===== src/common/cpu_config.svh =====
`ifndef CPU_CONFIG_SVH
`define CPU_CONFIG_SVH

`default_nettype none

// data and address width.
`define WORD_WIDTH 16

// size of the register file.
`define REG_COUNT 8

// link register, target of the return address.
`define RL_INDEX 7

// base register, low byte feeds the U8H.RBL target.
`define RB_INDEX 6

`default_nettype wire

`endif

===== src/common/isaPkg.sv =====
`default_nettype none

package isaPkg;

	// raw instruction word.
	typedef logic [15:0] instr_t;

	// register or immediate argument field.
	typedef logic [3:0] arg_t;

	// ALU operation field, wider than the known codes.
	typedef logic [3:0] aluf_t;

	// group in bits 15:14.
	typedef enum logic [1:0] {
		GRP_SYSTEM    = 2'd0,
		GRP_LOADSTORE = 2'd1,
		GRP_JUMP      = 2'd2,
		GRP_ALU       = 2'd3
	} group_t;

	// jump type, absolute kinds also link.
	typedef enum logic [1:0] {
		JPF_ABS_R   = 2'd0,
		JPF_ABS_U8H = 2'd1,
		JPF_REL_S8  = 2'd2,
		JPF_REL_U8H = 2'd3
	} jpf_t;

	// condition flag select.
	typedef enum logic [1:0] {
		CC_Z = 2'd0,
		CC_C = 2'd1,
		CC_N = 2'd2,
		CC_V = 2'd3
	} ccSel_t;

	// codes above CMP are undefined and retire without effect.
	typedef enum logic [3:0] {
		ALU_ADD = 4'd0,
		ALU_SUB = 4'd1,
		ALU_AND = 4'd2,
		ALU_OR  = 4'd3,
		ALU_XOR = 4'd4,
		ALU_MOV = 4'd5,
		ALU_CMP = 4'd6
	} aluOp_t;

	// second operand kind, unused codes behave as register.
	typedef enum logic [1:0] {
		ARGF_REG  = 2'd0,
		ARGF_IMM4 = 2'd1
	} argf_t;

	// group 2 field layout.
	typedef struct packed {
		group_t group;
		logic   apply;
		logic   invert;
		jpf_t   jpf;
		ccSel_t ccSel;
		arg_t   argA;
		arg_t   argB;
	} jumpInstr_t;

	// group 3 field layout.
	typedef struct packed {
		group_t group;
		aluf_t  aluf;
		argf_t  argf;
		arg_t   argA;
		arg_t   argB;
	} aluInstr_t;

endpackage

`default_nettype wire


===== src/common/corePkg.sv =====
`include "cpu_config.svh"

`default_nettype none

package corePkg;

	typedef logic [`WORD_WIDTH-1:0] word_t;
	typedef logic [$clog2(`REG_COUNT)-1:0] regAddr_t;

	// condition flags.
	typedef struct packed {
		logic z;
		logic c;
		logic n;
		logic v;
	} flags_t;

	// one phase per cycle, four per instruction.
	typedef enum logic [1:0] {
		FETCH   = 2'd0,
		DECODE  = 2'd1,
		EXECUTE = 2'd2,
		COMMIT  = 2'd3
	} phase_t;

	// operand B source.
	typedef enum logic [1:0] {
		OPB_REG_B = 2'd0,
		OPB_U8H   = 2'd1,
		OPB_S8    = 2'd2,
		OPB_IMM4  = 2'd3
	} opBSrc_t;

	// register file addressing and write strobe.
	typedef struct packed {
		regAddr_t addrA;
		regAddr_t addrB;
		regAddr_t writeAddr;
		logic     writeEn;
	} regCtrl_t;

	// jump group controls.
	typedef struct packed {
		logic           valid;
		logic           jump;
		logic           relative;
		logic           apply;
		logic           invert;
		isaPkg::ccSel_t ccSel;
		opBSrc_t        opBSrc;
		regCtrl_t       regCtrl;
	} jumpCtrl_t;

	// ALU group controls.
	typedef struct packed {
		logic           valid;
		isaPkg::aluOp_t op;
		opBSrc_t        opBSrc;
		logic           writeFlags;
		regCtrl_t       regCtrl;
	} aluCtrl_t;

	// merged controls, at most one group valid.
	typedef struct packed {
		jumpCtrl_t jump;
		aluCtrl_t  alu;
		phase_t    phase;
	} execCtrl_t;

	// retirement report, valid in COMMIT.
	typedef struct packed {
		logic     valid;
		word_t    pc;
		word_t    nextPc;
		logic     writeEn;
		regAddr_t writeAddr;
		word_t    writeData;
	} retire_t;

endpackage

`default_nettype wire


===== src/hw/cpuCore.sv =====
`default_nettype none

module cpuCore (
	input  logic             CLK,
	input  logic             reset,
	input  isaPkg::instr_t   instr,
	output corePkg::word_t   instrAddr,
	output corePkg::retire_t retire
);
	import isaPkg::*;
	import corePkg::*;

	instr_t    instrReg;
	jumpCtrl_t jumpCtrl;
	aluCtrl_t  aluCtrl;
	execCtrl_t execCtrl;
	regCtrl_t  regCtrl;
	logic      retireValid;
	logic      taken;
	logic      linkWrite;
	word_t     readA;
	word_t     readB;
	word_t     opB;
	word_t     result;
	word_t     writeData;
	word_t     pc;
	word_t     nextPc;
	flags_t    flags;

	phaseSequencer sequencer (
		.CLK(CLK), .reset(reset), .instr(instr), .jumpCtrl(jumpCtrl),
		.aluCtrl(aluCtrl), .instrReg(instrReg), .execCtrl(execCtrl),
		.retireValid(retireValid)
	);

	jumpGroupDecoder jumpDecoder (.instrReg(instrReg), .jumpCtrl(jumpCtrl));
	aluGroupDecoder aluDecoder (.instrReg(instrReg), .aluCtrl(aluCtrl));

	// link written only when the jump is taken.
	assign linkWrite = execCtrl.jump.regCtrl.writeEn && taken;

	always_comb begin
		regCtrl = execCtrl.jump.valid ? execCtrl.jump.regCtrl : execCtrl.alu.regCtrl;
		regCtrl.writeEn = linkWrite || execCtrl.alu.regCtrl.writeEn;
	end

	// return address or ALU result.
	assign writeData = linkWrite ? pc + word_t'(1) : result;

	registerFile regFile (
		.CLK(CLK), .reset(reset), .regCtrl(regCtrl), .writeData(writeData),
		.readA(readA), .readB(readB)
	);

	alu aluUnit (
		.CLK(CLK), .reset(reset), .execCtrl(execCtrl), .instrReg(instrReg),
		.readA(readA), .readB(readB), .opB(opB), .result(result), .flags(flags)
	);

	programCounter pcUnit (
		.CLK(CLK), .reset(reset), .execCtrl(execCtrl), .flags(flags), .opB(opB),
		.pc(pc), .nextPc(nextPc), .taken(taken)
	);

	assign instrAddr = pc;

	// report of the instruction retiring this cycle.
	assign retire = '{
		valid:     retireValid,
		pc:        pc,
		nextPc:    nextPc,
		writeEn:   regCtrl.writeEn,
		writeAddr: regCtrl.writeAddr,
		writeData: writeData
	};

endmodule

`default_nettype wire


===== src/hw/programCounter.sv =====
`default_nettype none

module programCounter (
	input  logic               CLK,
	input  logic               reset,
	input  corePkg::execCtrl_t execCtrl,
	input  corePkg::flags_t    flags,
	input  corePkg::word_t     opB,
	output corePkg::word_t     pc,
	output corePkg::word_t     nextPc,
	output logic               taken
);
	import isaPkg::*;
	import corePkg::*;

	logic  flagBit;
	logic  condition;
	word_t target;
	word_t targetReg;

	// flags as committed by earlier instructions.
	always_comb begin
		case (execCtrl.jump.ccSel)
			CC_Z:    flagBit = flags.z;
			CC_C:    flagBit = flags.c;
			CC_N:    flagBit = flags.n;
			default: flagBit = flags.v;
		endcase
		// unconditional unless apply is set.
		condition = !execCtrl.jump.apply || (flagBit ^ execCtrl.jump.invert);
	end

	assign target = execCtrl.jump.relative ? pc + opB : opB;

	// no-op controls keep jump low, so taken only for group 2.
	always_ff @(posedge CLK) begin
		if (reset) begin
			pc <= '0;
			taken <= 1'b0;
		end else begin
			if (execCtrl.phase == EXECUTE) begin
				taken <= execCtrl.jump.jump && condition;
			end
			if (execCtrl.phase == COMMIT) begin
				pc <= nextPc;
			end
		end
	end

	always_ff @(posedge CLK) begin
		if (execCtrl.phase == EXECUTE) begin
			targetReg <= target;
		end
	end

	assign nextPc = taken ? targetReg : pc + word_t'(1);

endmodule

`default_nettype wire


===== src/hw/alu.sv =====
`include "cpu_config.svh"

`default_nettype none

module alu (
	input  logic               CLK,
	input  logic               reset,
	input  corePkg::execCtrl_t execCtrl,
	input  isaPkg::instr_t     instrReg,
	input  corePkg::word_t     readA,
	input  corePkg::word_t     readB,
	output corePkg::word_t     opB,
	output corePkg::word_t     result,
	output corePkg::flags_t    flags
);
	import isaPkg::*;
	import corePkg::*;

	localparam int signBit = `WORD_WIDTH - 1;
	localparam int immPad = `WORD_WIDTH - 8;

	opBSrc_t opBSrc;
	word_t   nextResult;
	flags_t  nextFlags;
	flags_t  pendingFlags;
	logic    carry;

	// owner group picks the source.
	assign opBSrc = execCtrl.jump.valid ? execCtrl.jump.opBSrc : execCtrl.alu.opBSrc;

	always_comb begin
		case (opBSrc)
			OPB_U8H:  opB = {instrReg[7:0], readB[7:0]};
			OPB_S8:   opB = {{immPad{instrReg[7]}}, instrReg[7:0]};
			OPB_IMM4: opB = word_t'(instrReg[3:0]);
			default:  opB = readB;
		endcase
	end

	always_comb begin
		carry = 1'b0;
		nextFlags = '0;
		case (execCtrl.alu.op)
			ALU_ADD: begin
				{carry, nextResult} = {1'b0, readA} + {1'b0, opB};
				// same signs in, other sign out.
				nextFlags.v = (readA[signBit] == opB[signBit]) &&
					(nextResult[signBit] != readA[signBit]);
			end
			ALU_SUB, ALU_CMP: begin
				// carry holds the borrow.
				{carry, nextResult} = {1'b0, readA} - {1'b0, opB};
				nextFlags.v = (readA[signBit] != opB[signBit]) &&
					(nextResult[signBit] != readA[signBit]);
			end
			ALU_AND: nextResult = readA & opB;
			ALU_OR:  nextResult = readA | opB;
			ALU_XOR: nextResult = readA ^ opB;
			ALU_MOV: nextResult = opB;
			default: nextResult = readA;
		endcase
		nextFlags.c = carry;
		nextFlags.z = (nextResult == '0);
		nextFlags.n = nextResult[signBit];
	end

	// result and pending flags held until commit.
	always_ff @(posedge CLK) begin
		if (execCtrl.phase == EXECUTE) begin
			result <= nextResult;
			pendingFlags <= nextFlags;
		end
	end

	// visible flags change only at retirement.
	always_ff @(posedge CLK) begin
		if (reset) begin
			flags <= '0;
		end else if ((execCtrl.phase == COMMIT) && execCtrl.alu.writeFlags) begin
			flags <= pendingFlags;
		end
	end

endmodule

`default_nettype wire


===== src/hw/registerFile.sv =====
`include "cpu_config.svh"

`default_nettype none

module registerFile (
	input  logic              CLK,
	input  logic              reset,
	input  corePkg::regCtrl_t regCtrl,
	input  corePkg::word_t    writeData,
	output corePkg::word_t    readA,
	output corePkg::word_t    readB
);
	import corePkg::*;

	word_t regs [`REG_COUNT];

	// single write port, clocked.
	always_ff @(posedge CLK) begin
		if (reset) begin
			regs <= '{default: '0};
		end else if (regCtrl.writeEn) begin
			regs[regCtrl.writeAddr] <= writeData;
		end
	end

	// async read ports.
	assign readA = regs[regCtrl.addrA];
	assign readB = regs[regCtrl.addrB];

endmodule

`default_nettype wire


===== src/decoder/aluGroupDecoder.sv =====
`default_nettype none

module aluGroupDecoder (
	input  isaPkg::instr_t    instrReg,
	output corePkg::aluCtrl_t aluCtrl
);
	import isaPkg::*;
	import corePkg::*;

	aluInstr_t fields;
	aluOp_t    op;
	logic      knownOp;

	assign fields = aluInstr_t'(instrReg);

	// codes past CMP are undefined.
	assign op = aluOp_t'(fields.aluf);
	assign knownOp = (fields.aluf <= aluf_t'(ALU_CMP));

	always_comb begin
		aluCtrl = '0;
		aluCtrl.valid = (fields.group == GRP_ALU);
		aluCtrl.op = op;
		// unused ARGF codes read a register.
		aluCtrl.opBSrc = (fields.argf == ARGF_IMM4) ? OPB_IMM4 : OPB_REG_B;
		// mov leaves flags alone.
		aluCtrl.writeFlags = knownOp && (op != ALU_MOV);
		// result lands in ARGA.
		aluCtrl.regCtrl.addrA = regAddr_t'(fields.argA);
		aluCtrl.regCtrl.addrB = regAddr_t'(fields.argB);
		aluCtrl.regCtrl.writeAddr = regAddr_t'(fields.argA);
		// cmp only sets flags.
		aluCtrl.regCtrl.writeEn = knownOp && (op != ALU_CMP);
	end

endmodule

`default_nettype wire


===== src/decoder/jumpGroupDecoder.sv =====
`include "cpu_config.svh"

`default_nettype none

module jumpGroupDecoder (
	input  isaPkg::instr_t     instrReg,
	output corePkg::jumpCtrl_t jumpCtrl
);
	import isaPkg::*;
	import corePkg::*;

	jumpInstr_t fields;

	assign fields = jumpInstr_t'(instrReg);

	always_comb begin
		jumpCtrl = '0;
		// only group 2 claims the slot.
		jumpCtrl.valid = (fields.group == GRP_JUMP);
		jumpCtrl.jump = 1'b1;
		// condition fields pass straight through.
		jumpCtrl.apply = fields.apply;
		jumpCtrl.invert = fields.invert;
		jumpCtrl.ccSel = fields.ccSel;
		// port A and the write port sit on the link register.
		jumpCtrl.regCtrl.addrA = regAddr_t'(`RL_INDEX);
		jumpCtrl.regCtrl.writeAddr = regAddr_t'(`RL_INDEX);

		case (fields.jpf)
			JPF_ABS_R: begin
				// target is register ARGB.
				jumpCtrl.relative = 1'b0;
				jumpCtrl.opBSrc = OPB_REG_B;
				jumpCtrl.regCtrl.addrB = regAddr_t'(fields.argB);
				jumpCtrl.regCtrl.writeEn = 1'b1;
			end

			JPF_ABS_U8H: begin
				// target is imm byte over RB low byte.
				jumpCtrl.relative = 1'b0;
				jumpCtrl.opBSrc = OPB_U8H;
				jumpCtrl.regCtrl.addrB = regAddr_t'(`RB_INDEX);
				jumpCtrl.regCtrl.writeEn = 1'b1;
			end

			JPF_REL_S8: begin
				// signed byte offset from pc.
				jumpCtrl.relative = 1'b1;
				jumpCtrl.opBSrc = OPB_S8;
				jumpCtrl.regCtrl.addrB = regAddr_t'(fields.argB);
				jumpCtrl.regCtrl.writeEn = 1'b0;
			end

			default: begin
				// U8H.RBL composite added to pc.
				jumpCtrl.relative = 1'b1;
				jumpCtrl.opBSrc = OPB_U8H;
				jumpCtrl.regCtrl.addrB = regAddr_t'(`RB_INDEX);
				jumpCtrl.regCtrl.writeEn = 1'b0;
			end
		endcase
	end

endmodule

`default_nettype wire


===== src/hw/phaseSequencer.sv =====
`default_nettype none

module phaseSequencer (
	input  logic               CLK,
	input  logic               reset,
	input  isaPkg::instr_t     instr,
	input  corePkg::jumpCtrl_t jumpCtrl,
	input  corePkg::aluCtrl_t  aluCtrl,
	output isaPkg::instr_t     instrReg,
	output corePkg::execCtrl_t execCtrl,
	output logic               retireValid
);
	import corePkg::*;

	phase_t phase;

	// fixed four step cycle, no stalls.
	always_ff @(posedge CLK) begin
		if (reset) begin
			phase <= FETCH;
			instrReg <= '0;
		end else begin
			case (phase)
				FETCH:   phase <= DECODE;
				DECODE:  phase <= EXECUTE;
				EXECUTE: phase <= COMMIT;
				default: phase <= FETCH;
			endcase
			// rom answers in the fetch cycle.
			if (phase == FETCH) begin
				instrReg <= instr;
			end
		end
	end

	// pick the decoder that owns the group, zero means no-op.
	always_comb begin
		execCtrl.jump = jumpCtrl.valid ? jumpCtrl : '0;
		execCtrl.alu = aluCtrl.valid ? aluCtrl : '0;
		execCtrl.phase = phase;
		// state changes only in commit.
		if (phase != COMMIT) begin
			execCtrl.jump.regCtrl.writeEn = 1'b0;
			execCtrl.alu.regCtrl.writeEn = 1'b0;
			execCtrl.alu.writeFlags = 1'b0;
		end
	end

	assign retireValid = (phase == COMMIT);

endmodule

`default_nettype wire


===== config.mk =====
export PLATFORM = sky130hd
export DESIGN_NAME = cpuCore
export DESIGN_NICKNAME = d
export VERILOG_FILES = /design/src/common/isaPkg.sv /design/src/common/corePkg.sv /design/src/hw/cpuCore.sv /design/src/hw/programCounter.sv /design/src/hw/alu.sv /design/src/hw/registerFile.sv /design/src/decoder/aluGroupDecoder.sv /design/src/decoder/jumpGroupDecoder.sv /design/src/hw/phaseSequencer.sv
export VERILOG_INCLUDE_DIRS = /design/src /design/src/common
export SDC_FILE = /design/constraint.sdc
export NUM_CORES = 1
export LEC_CHECK = 0
export BUFFER_PORTS_ARGS = -buffer_cell sky130_fd_sc_hd__buf_2
export CORE_ASPECT_RATIO = 1.25
export CORE_MARGIN = 1
export CORE_UTILIZATION = 58
export CTS_CLUSTER_DIAMETER = 50
export DETAILED_ROUTE_END_ITERATION = 8
export PLACE_DENSITY_LB_ADDON = 0.15
export SYNTH_ARGS = -nofsm -noshare
export SYNTH_HDL_FRONTEND = slang
export SYNTH_SLANG_ARGS = --single-unit

===== constraint.sdc =====
create_clock -name CLK -period 13.96 [get_ports CLK]
set_input_delay 0.698 -clock CLK [delete_from_list [all_inputs] [get_ports CLK]]
set_output_delay 0.698 -clock CLK [all_outputs]
set_load 0.05 [all_outputs]

Yosys cells after proc, flatten, opt, wreduce, memory -nomap -nowiden. Cells that the tools add are included.

Add/subtract/negate cells: 4. Order comparisons: 5. Eq/ne operators: 26. Mux-type cells: 30. Bitwise operators: 7. Reductions and logical operators: 19.

Operators with widths (number): bitwise mux 128 bit (1); 2-to-1 mux 16 bit (8); binary-select mux 16 bit (select 3 bit) (2); case mux 16 bit (6 select lines) (1); demux 16 bit (select 3 bit) (1); case mux 16 bit (3 select lines) (1); 2-to-1 mux 19 bit (1); adder 16 x 16 -> 17 bit (1); 2-to-1 mux 17 bit (1); subtractor 16 x 16 -> 17 bit (1); adder 16 x 1 -> 16 bit (second input constant) (1); adder 16 bit (1); AND 16 bit (1); equality test 2 bit (second input constant) (8); zero test 16 bit (1); OR 16 bit (1); bitwise XOR 16 bit (1); equality test 4 x 3 -> 1 bit (second input constant) (3); greater-or-equal comparator 4 bit (second input constant) (3); inverter 3 -> 4 bit (3); equality test 2 x 1 -> 1 bit (second input constant) (5); 2-to-1 mux 10 bit (1); equality test 4 x 2 -> 1 bit (second input constant) (2); logical AND 1 bit (8); other kinds (20) (34).

Register bits: 203. Logic and storage cells: 113.

Depth between registers and ports, before layout. Gate-level depths: netlist of the first run.

Word-level depth: 15. Mapped depth: 21.

Hierarchy. From an unflattened synthesis of the first run, not the netlist that was laid out.

Cells, all modules: 1767. Area total of the unflattened synthesis: 15120.8 µm².

Modules (own cells, without submodules): registerFile (instances 1, cells an instance 705, area an instance 6782.8 µm²); alu (instances 1, cells an instance 521, area an instance 3928.8 µm²); programCounter (instances 1, cells an instance 293, area an instance 2477.4 µm²); phaseSequencer (instances 1, cells an instance 101, area an instance 927.1 µm²); cpuCore (instances 1, cells an instance 109, area an instance 748.2 µm²); jumpGroupDecoder (instances 1, cells an instance 20, area an instance 128.9 µm²); aluGroupDecoder (instances 1, cells an instance 18, area an instance 127.6 µm²).

Worst setup path before layout of the first run. Ideal clock, no wire load.

Kind: reg2reg. Start point: register sequencer.instrReg[15]. End point: register aluUnit.pendingFlags[3] (netlist name) (data pin). Setup time: 0.170 ns. Data arrival time: 5.018 ns. Required time: 13.790 ns. Setup slack: 8.772 ns. Cell stages (with the launch flop): 20. Clock period less this slack: 5.188 ns. Cell sequence: dfxtp_1 buf_2 buf_2 o21a_1 clkbuf_1 mux4_2 mux2i_1 nand2_1 o21a_1 ha_1 fa_1 o21bai_1 a2111oi_2 nor3_1 nor3_1 or3_1 a221o_1 a221o_1 or4_1 nor4_2.

RTL lines: start, declared (line phaseSequencer.sv:9) `output isaPkg::instr_t instrReg,`; start signal, assigned (line phaseSequencer.sv:31) `instrReg <= instr;`; end signal, assigned (line alu.sv:71) `pendingFlags <= nextFlags;`; end, declared (line alu.sv:25) `flags_t pendingFlags;`.

==> impl_results.md, run 1 <==
- Commonest cells after routing, fill and taps aside: nand2_1, a21oi_1, dfxtp_1, nor2_1, buf_2
- Clk_lat worst skew: between 0.5 and 0.6 ns
- First-pass GRT wire length: approximately 71 mm
- Placer congestion estimate: between 0.9 and 1
- Worst-Margin Slew: ~1.2 ns
- FF/Latch Area: about 4400 µm²
- Crit-path cells: nor2b_4, o21a_1, mux4_2, mux2i_1, nand2_1, o21a_1, ha_1, fa_1, o21bai_1, a2111oi_2, nor3_1, nor3_1, or3_1, a221o_1, a221o_1, or4_1, nor4_2
- H-tree depth: 1
- Hold WC Path Type: in -> reg
- Pwr Density: approximately 150 nW/µm²
- Mean Syn Cell Area: ~8 µm²
- Remaining DRCs: 30
- DR vias: between 10000 and 15000
- Failing checks: DRC
- Vias/cell: approximately 6.5
- Site Rows: slightly above 60
- Die W: around 140 µm
- Setup CP Type: reg -> reg
- Setup Skew: around 0.012 ns
- Hpwl dp: roughly 33 mm
- Total Wirelength: ~46 mm
- Drt initial violations: 1312
- Fill count: 2009
- Layout area overhead: 9.74%
- Post-CTS setup buffers: 0
- Max Buffers Root-to-Sink: 3
- Critical Path End Type: flip-flop
- Avg WL per Cell: around 23 µm
- Vias in the first global route: 12300
- Period minus WS final: approximately 6.3 ns
- GRT Total Usage: 0.386
- Register area share after synthesis: 0.327
- Chip Height: between 150 and 200 µm
- Synthesized instance count: roughly 1700
- Final hold violation count: 0
- Peak per-stage delay on the critical path: just over 0.6 ns
- Setup violation total in the final timing report: 0
- Share of cells above drive strength 1: 0.126
- Initial antenna violation count: 0
- Most common cell after layout, fill and taps aside: nand2_1
- Die Area: between 20000 and 25000 µm²
- Setup_tns: 0 ns
- Netlist cell types: 87
- DR pass1 iterations: 9
- Max Freq: 0.158 GHz
- Starting Density: 0.597
- GRT overflow: 0
- Antenna Nets Post-Route: 0
- # diodes: 0
- Largest net degree at the start of global routing: 97
- Total CTS buffers: 25
- CTS clk-pin slew, worst paths: roughly 0.06 ns
- Run status: finished with violations
- # port buffers: 86
- Post-CTS sizing: 0
- Number of synthesized flops with an enable pin: 35
- Final Core Density: 0.655
- Final Cycle Share: 0.453
- Post-Syn Area: between 10000 and 15000 µm²
- Syn Nets: between 1500 and 2000
- RSZ-0062 raised after global routing: false
- Most used DFF post-synth: dfxtp_1
- Worst endpoint data arrival time: 6.68 ns
- Data required time of the worst path: around 14 ns
- Clock sink count: 202
- Warnings, synthesis: 0
- Max-cap violations: 0
- Register bit total from synthesis: approximately 200
- Fraction of registers with async set/reset: 0
- CP max FO: 16
- Core ar.: 22500 µm²
- Max rail drop VDD: 140 µV
- I/O pin count: 87
- Multi-input gate area: a little over 8000 µm²
- Max-slew headroom: 0.224
- TritonCTS clock tree: done
- Pins Over Slew Limit: 0
- CP startpoint kind: flip-flop
- Hold-fix buffers, CTS: 0
- Nets: 1805
- CTS Root Cell: clkbuf_16
- Static Leakage: ~5.7 nW
- Critical-path top delay cell: dfxtp_1
- R2R setup slack: about 7.6 ns
[worst max-delay path: cells and delay by family (launching register included)]
family,cells,cell delay (ns)
AND/OR/NAND/NOR,7,1.98
AO/OA/AOI/OAI,6,1.93
multiplexers,2,0.83
adder cells (fa/ha/maj),2,0.77
flip-flops,1,0.62
[per-stage QoR]
step	cells	setup WS [ns]	hold slack, ns	power (mW)	area [µm²]
finish	2019	7.64	0.399	2.24	14700
global route	2019	7.29	0.412	2.33	14700
CTS	2018	7.76	0.398	2.23	14700
detailed placement	1972	7.79	0.464	1.56	13900
global placement	1972	8.00	0.457	1.55	13900
floorplan	1699	8.77	0.443	1.33	13400
[path summary, 6_finish.rpt]
| kind | start | to | cells past startpoint |
|---|---|---|---|
| worst max-delay path | sequencer.instrReg[10]$_SDFFE_PP0P_ | aluUnit.pendingFlags[3]$_DFFE_PP_ | 17 |
| worst min register to register | regFile.regs[38]$_SDFFE_PP0P_ | regFile.regs[38]$_SDFFE_PP0P_ | 2 |
| worst min-delay path | instr[3] | sequencer.instrReg[3]$_SDFFE_PP0P_ | 3 |
| worst max register to register | sequencer.instrReg[10]$_SDFFE_PP0P_ | aluUnit.pendingFlags[3]$_DFFE_PP_ | 17 |
[power breakdown]
part | switching, mW | internal (mW)
Combinational | 0.572 | 0.295
Clock | 0.278 | 0.390
Sequential | 0.0504 | 0.656
[flip-flops by register name, summed over array words and instances (netlist names)]
signal and count:
sequencer.phase 2, aluUnit.pendingFlags 4, aluUnit.flags 4, aluUnit.result 15
pcUnit.taken 1, sequencer.instrReg 16, regFile.regs 128, pcUnit.targetReg 16
pcUnit.pc 16
[cells in the mapped netlist, types with 9 or more instances]
master,instances,share of area
a211oi_1,33,0.018
a21oi_1,168,0.063
a22oi_1,17,0.0095
and2_1,10,0.0047
buf_2,15,0.0056
buf_4,22,0.012
clkbuf_1,82,0.023
dfxtp_1,167,0.25
edfxtp_1,35,0.078
ha_1,67,0.062
inv_1,73,0.020
mux2_2,17,0.014
mux2i_1,70,0.052
mux4_2,12,0.020
nand2_1,310,0.087
nand2b_1,10,0.0047
nand3_1,32,0.012
nor2_1,143,0.040
nor2b_1,9,0.0042
nor3_1,23,0.0086
nor4_1,13,0.0061
o211ai_1,28,0.016
o21a_1,9,0.0050
o21ai_0,58,0.022
o21ai_1,17,0.0063
o21bai_1,9,0.0050
o22ai_1,36,0.017
o31ai_1,9,0.0050
xnor2_1,22,0.014
xor2_1,15,0.0098
[area by class of cell]
type | count | share of cell area
multi-input cells | 1298 | 0.556
well taps | 283 | 0.0240
repair buffers | 116 | 0.0445
clock inverters | 13 | 0.00704
inverters | 74 | 0.0188
flip-flops and latches | 202 | 0.298
clock buffers | 33 | 0.0515
[per-layer routing]
metal	GRT usage	vias up	part of all wire
met5	0	-	0
met4	0.224	0	0.057
met3	0.0698	165	0.083
met2	0.649	693	0.47
met1	0.467	6146	0.40
li1	-	6093	-
[cell families (layout without fill, tap and decap cells)]
group / after synthesis / in the layout / synth area share
AOI/OAI and AO/OA: 488 / 488 / 0.236
buffers and inverters: 199 / 236 / 0.0637
DFF: 202 / 202 / 0.327
muxes: 99 / 99 / 0.0865
xor gates and xnor gates: 37 / 37 / 0.0241
adders and majority gates: 70 / 70 / 0.0669
and+or+nand+nor: 604 / 604 / 0.196
No activity file was read; power rests on OpenSTA's default activity.
==> run 2, diff against run 1 <==
==> constraint.sdc (replaced) <==
create_clock -name CLK -period 6.6 [get_ports CLK]
set_input_delay 0.33 -clock CLK [delete_from_list [all_inputs] [get_ports CLK]]
set_output_delay 0.33 -clock CLK [all_outputs]
set_load 0.05 [all_outputs]
==> impl_results.md, run 2 (same netlist as run 1, synthesis figures left out) <==
- Run status: finished with violations
- Failing checks: DRC
- Die Area: between 20000 and 25000 µm²
- Post-CTS sizing: 0
- Fill count: a little under 2000
- Commonest cells after routing, fill and taps aside: nand2_1, a21oi_1, dfxtp_1, nor2_1, buf_2
- Final hold slack: around 0.04 ns
- RSZ-0062 raised after global routing: false
- Setup CP Type: reg -> reg
- GRT Total Usage: 0.394
- Period minus WS final: roughly 6.2 ns
- Switching Share: 0.406
- Core ar.: around 23000 µm²
- Placer congestion estimate: a little under 1
- Worst endpoint data arrival time: between 6 and 7 ns
- Combinational power share: 0.396
- First-pass GRT wire length: 72.5 mm
- Total Wirelength: ~47 mm
- Share of cells above drive strength 1: 0.129
- Worst-Margin Slew: around 1.3 ns
- Hold-fix buffers, CTS: 0
- Static Leakage: roughly 5.7 nW
- Remaining DRCs: 30
- Nets: about 1800
- Most common cell after layout, fill and taps aside: nand2_1
- Setup_tns: 0 ns
- I/O pin count: just under 90
- CTS clk-pin slew, worst paths: around 0.060 ns
- # port buffers: 86
- H-tree depth: 1
- CP startpoint kind: flip-flop
- Final Cycle Share: 0.932
- Setup violation total in the final timing report: 0
- Data required time of the worst path: between 6 and 7 ns
- GRT overflow: 0
- Largest net degree at the start of global routing: between 100 and 150
- Max Freq: roughly 0.16 GHz
- Sw Pwr: approximately 1.9 mW
- Avg WL per Cell: ~23 µm
- DR vias: 13400
- Max-cap violations: 0
- Max Used Layer: met4
- Vias/cell: approximately 6.6
- Total CTS buffers: 24
- Clk pwr share: 0.279
- Setup Skew: 0.0120 ns
- Hold WC Path Type: in -> reg
- Initial antenna violation count: 2
- Top reg by flops: regFile.regs
- Sequential share of power: 0.325
- CP max FO: 18
- Pwr Density: ~320 nW/µm²
- R2R setup slack: 0.45 ns
- Layout area overhead: 9.55%
- Post-CTS setup buffers: 0
- Crit-path cells: nor2b_4, o21ai_1, mux4_2, mux2i_1, nand2_1, o21a_1, ha_1, fa_1, a21oi_1, o21ai_1, a31oi_1, nor2_1, or3_1, a221o_1, a221o_1, or4_1, nor4_2
- Peak per-stage delay on the critical path: between 0.7 and 0.8 ns
- Max-slew headroom: 0.158
- Critical-path top delay cell: dfxtp_1
- CTS Root Cell: clkbuf_16
- Tot Pwr: approximately 4.7 mW
- Max reg flops: between 100 and 150
- Clock sink count: around 200
- Drt initial violations: roughly 1700
- Clk_lat worst skew: roughly 0.53 ns
- Die W: 138 µm
- Max Buffers Root-to-Sink: 3
- DR pass1 iterations: 9
- Hpwl dp: 34.1 mm
- Starting Density: 0.597
- TritonCTS clock tree: done
- Met3 WL post-DR: slightly above 4 mm
- DR WL met2: between 20 and 25 mm
- Chip Height: ~170 µm
- # diodes: 0
- Pins Over Slew Limit: 0
- WL met1: 18.4 mm
- Internal power: between 2 and 3 mW
- Site Rows: 61
- Max rail drop VDD: about 280 µV
- Final hold violation count: 0
- Vias in the first global route: 12700
- Antenna Nets Post-Route: 0
- Critical Path End Type: flip-flop
run 2: cell count changes in the layout (fill, tap and decap cells not counted), sizes merged:
| cell | change |
|---|---|
| buf | +8 |
| clkinv | +2 |
| clkbuf | -2 |
| inv | -3 |
| clkinvlp | -1 |
run 2: metrics by stage:
stage,instances,utilization,instance area (µm²),worst slack (ns)
after floorplan,1699,-,13400,1.41
after global placement,1980,0.619,13900,0.792
after detailed placement,1980,0.619,13900,0.681
after CTS,2023,0.654,14700,0.618
after global routing,2023,0.654,14700,0.253
final,2023,0.654,14700,0.449
run 2: cell type report:
cell class / count / area, µm² / share of cell area
Multi-Input combinational cell: 1298 / 8210 / 0.558
Sequential cell: 202 / 4390 / 0.299
Timing Repair Buffer: 123 / 711 / 0.0483
Clock buffer: 32 / 692 / 0.0470
Tap cell: 283 / 354 / 0.0241
Inverter: 74 / 278 / 0.0189
Clock inverter: 11 / 81.3 / 0.00553
run 2: worst max-delay path, delay by kind of cell (launching register included):
family	cells	cell delay (ns)
adders and majority gates	2	0.77
DFF	1	0.76
and+or+nand+nor	6	1.37
muxes	2	0.72
AOI/OAI and AO/OA	7	2.34
run 2: final timing paths:
check	startpoint	end	cells past startpoint
setup / recovery	sequencer.instrReg[14]$_SDFFE_PP0P_	aluUnit.pendingFlags[3]$_DFFE_PP_	17
hold / removal	instr[7]	sequencer.instrReg[7]$_SDFFE_PP0P_	3
hold reg to reg	regFile.regs[6]$_SDFFE_PP0P_	regFile.regs[6]$_SDFFE_PP0P_	2
setup reg to reg	sequencer.instrReg[14]$_SDFFE_PP0P_	aluUnit.pendingFlags[3]$_DFFE_PP_	17
run 2: power by group through the flow:
stage          Sequential [mW]  Combinational (mW)  Clock [mW]
2_1_floorplan             1.45                1.37           0
3_3_place_gp              1.53                1.77           0
3_5_place_dp              1.53                1.79           0
4_1_cts                   1.51                1.80        1.30
5_1_grt                   1.52                1.96        1.35
6_report                  1.51                1.84        1.30
run 2: metal layers:
metal | GRT usage | up-vias
li1 | - | 6108
met1 | 0.475 | 6327
met2 | 0.684 | 787
met3 | 0.0601 | 176
met4 | 0.209 | 0
met5 | 0 | -
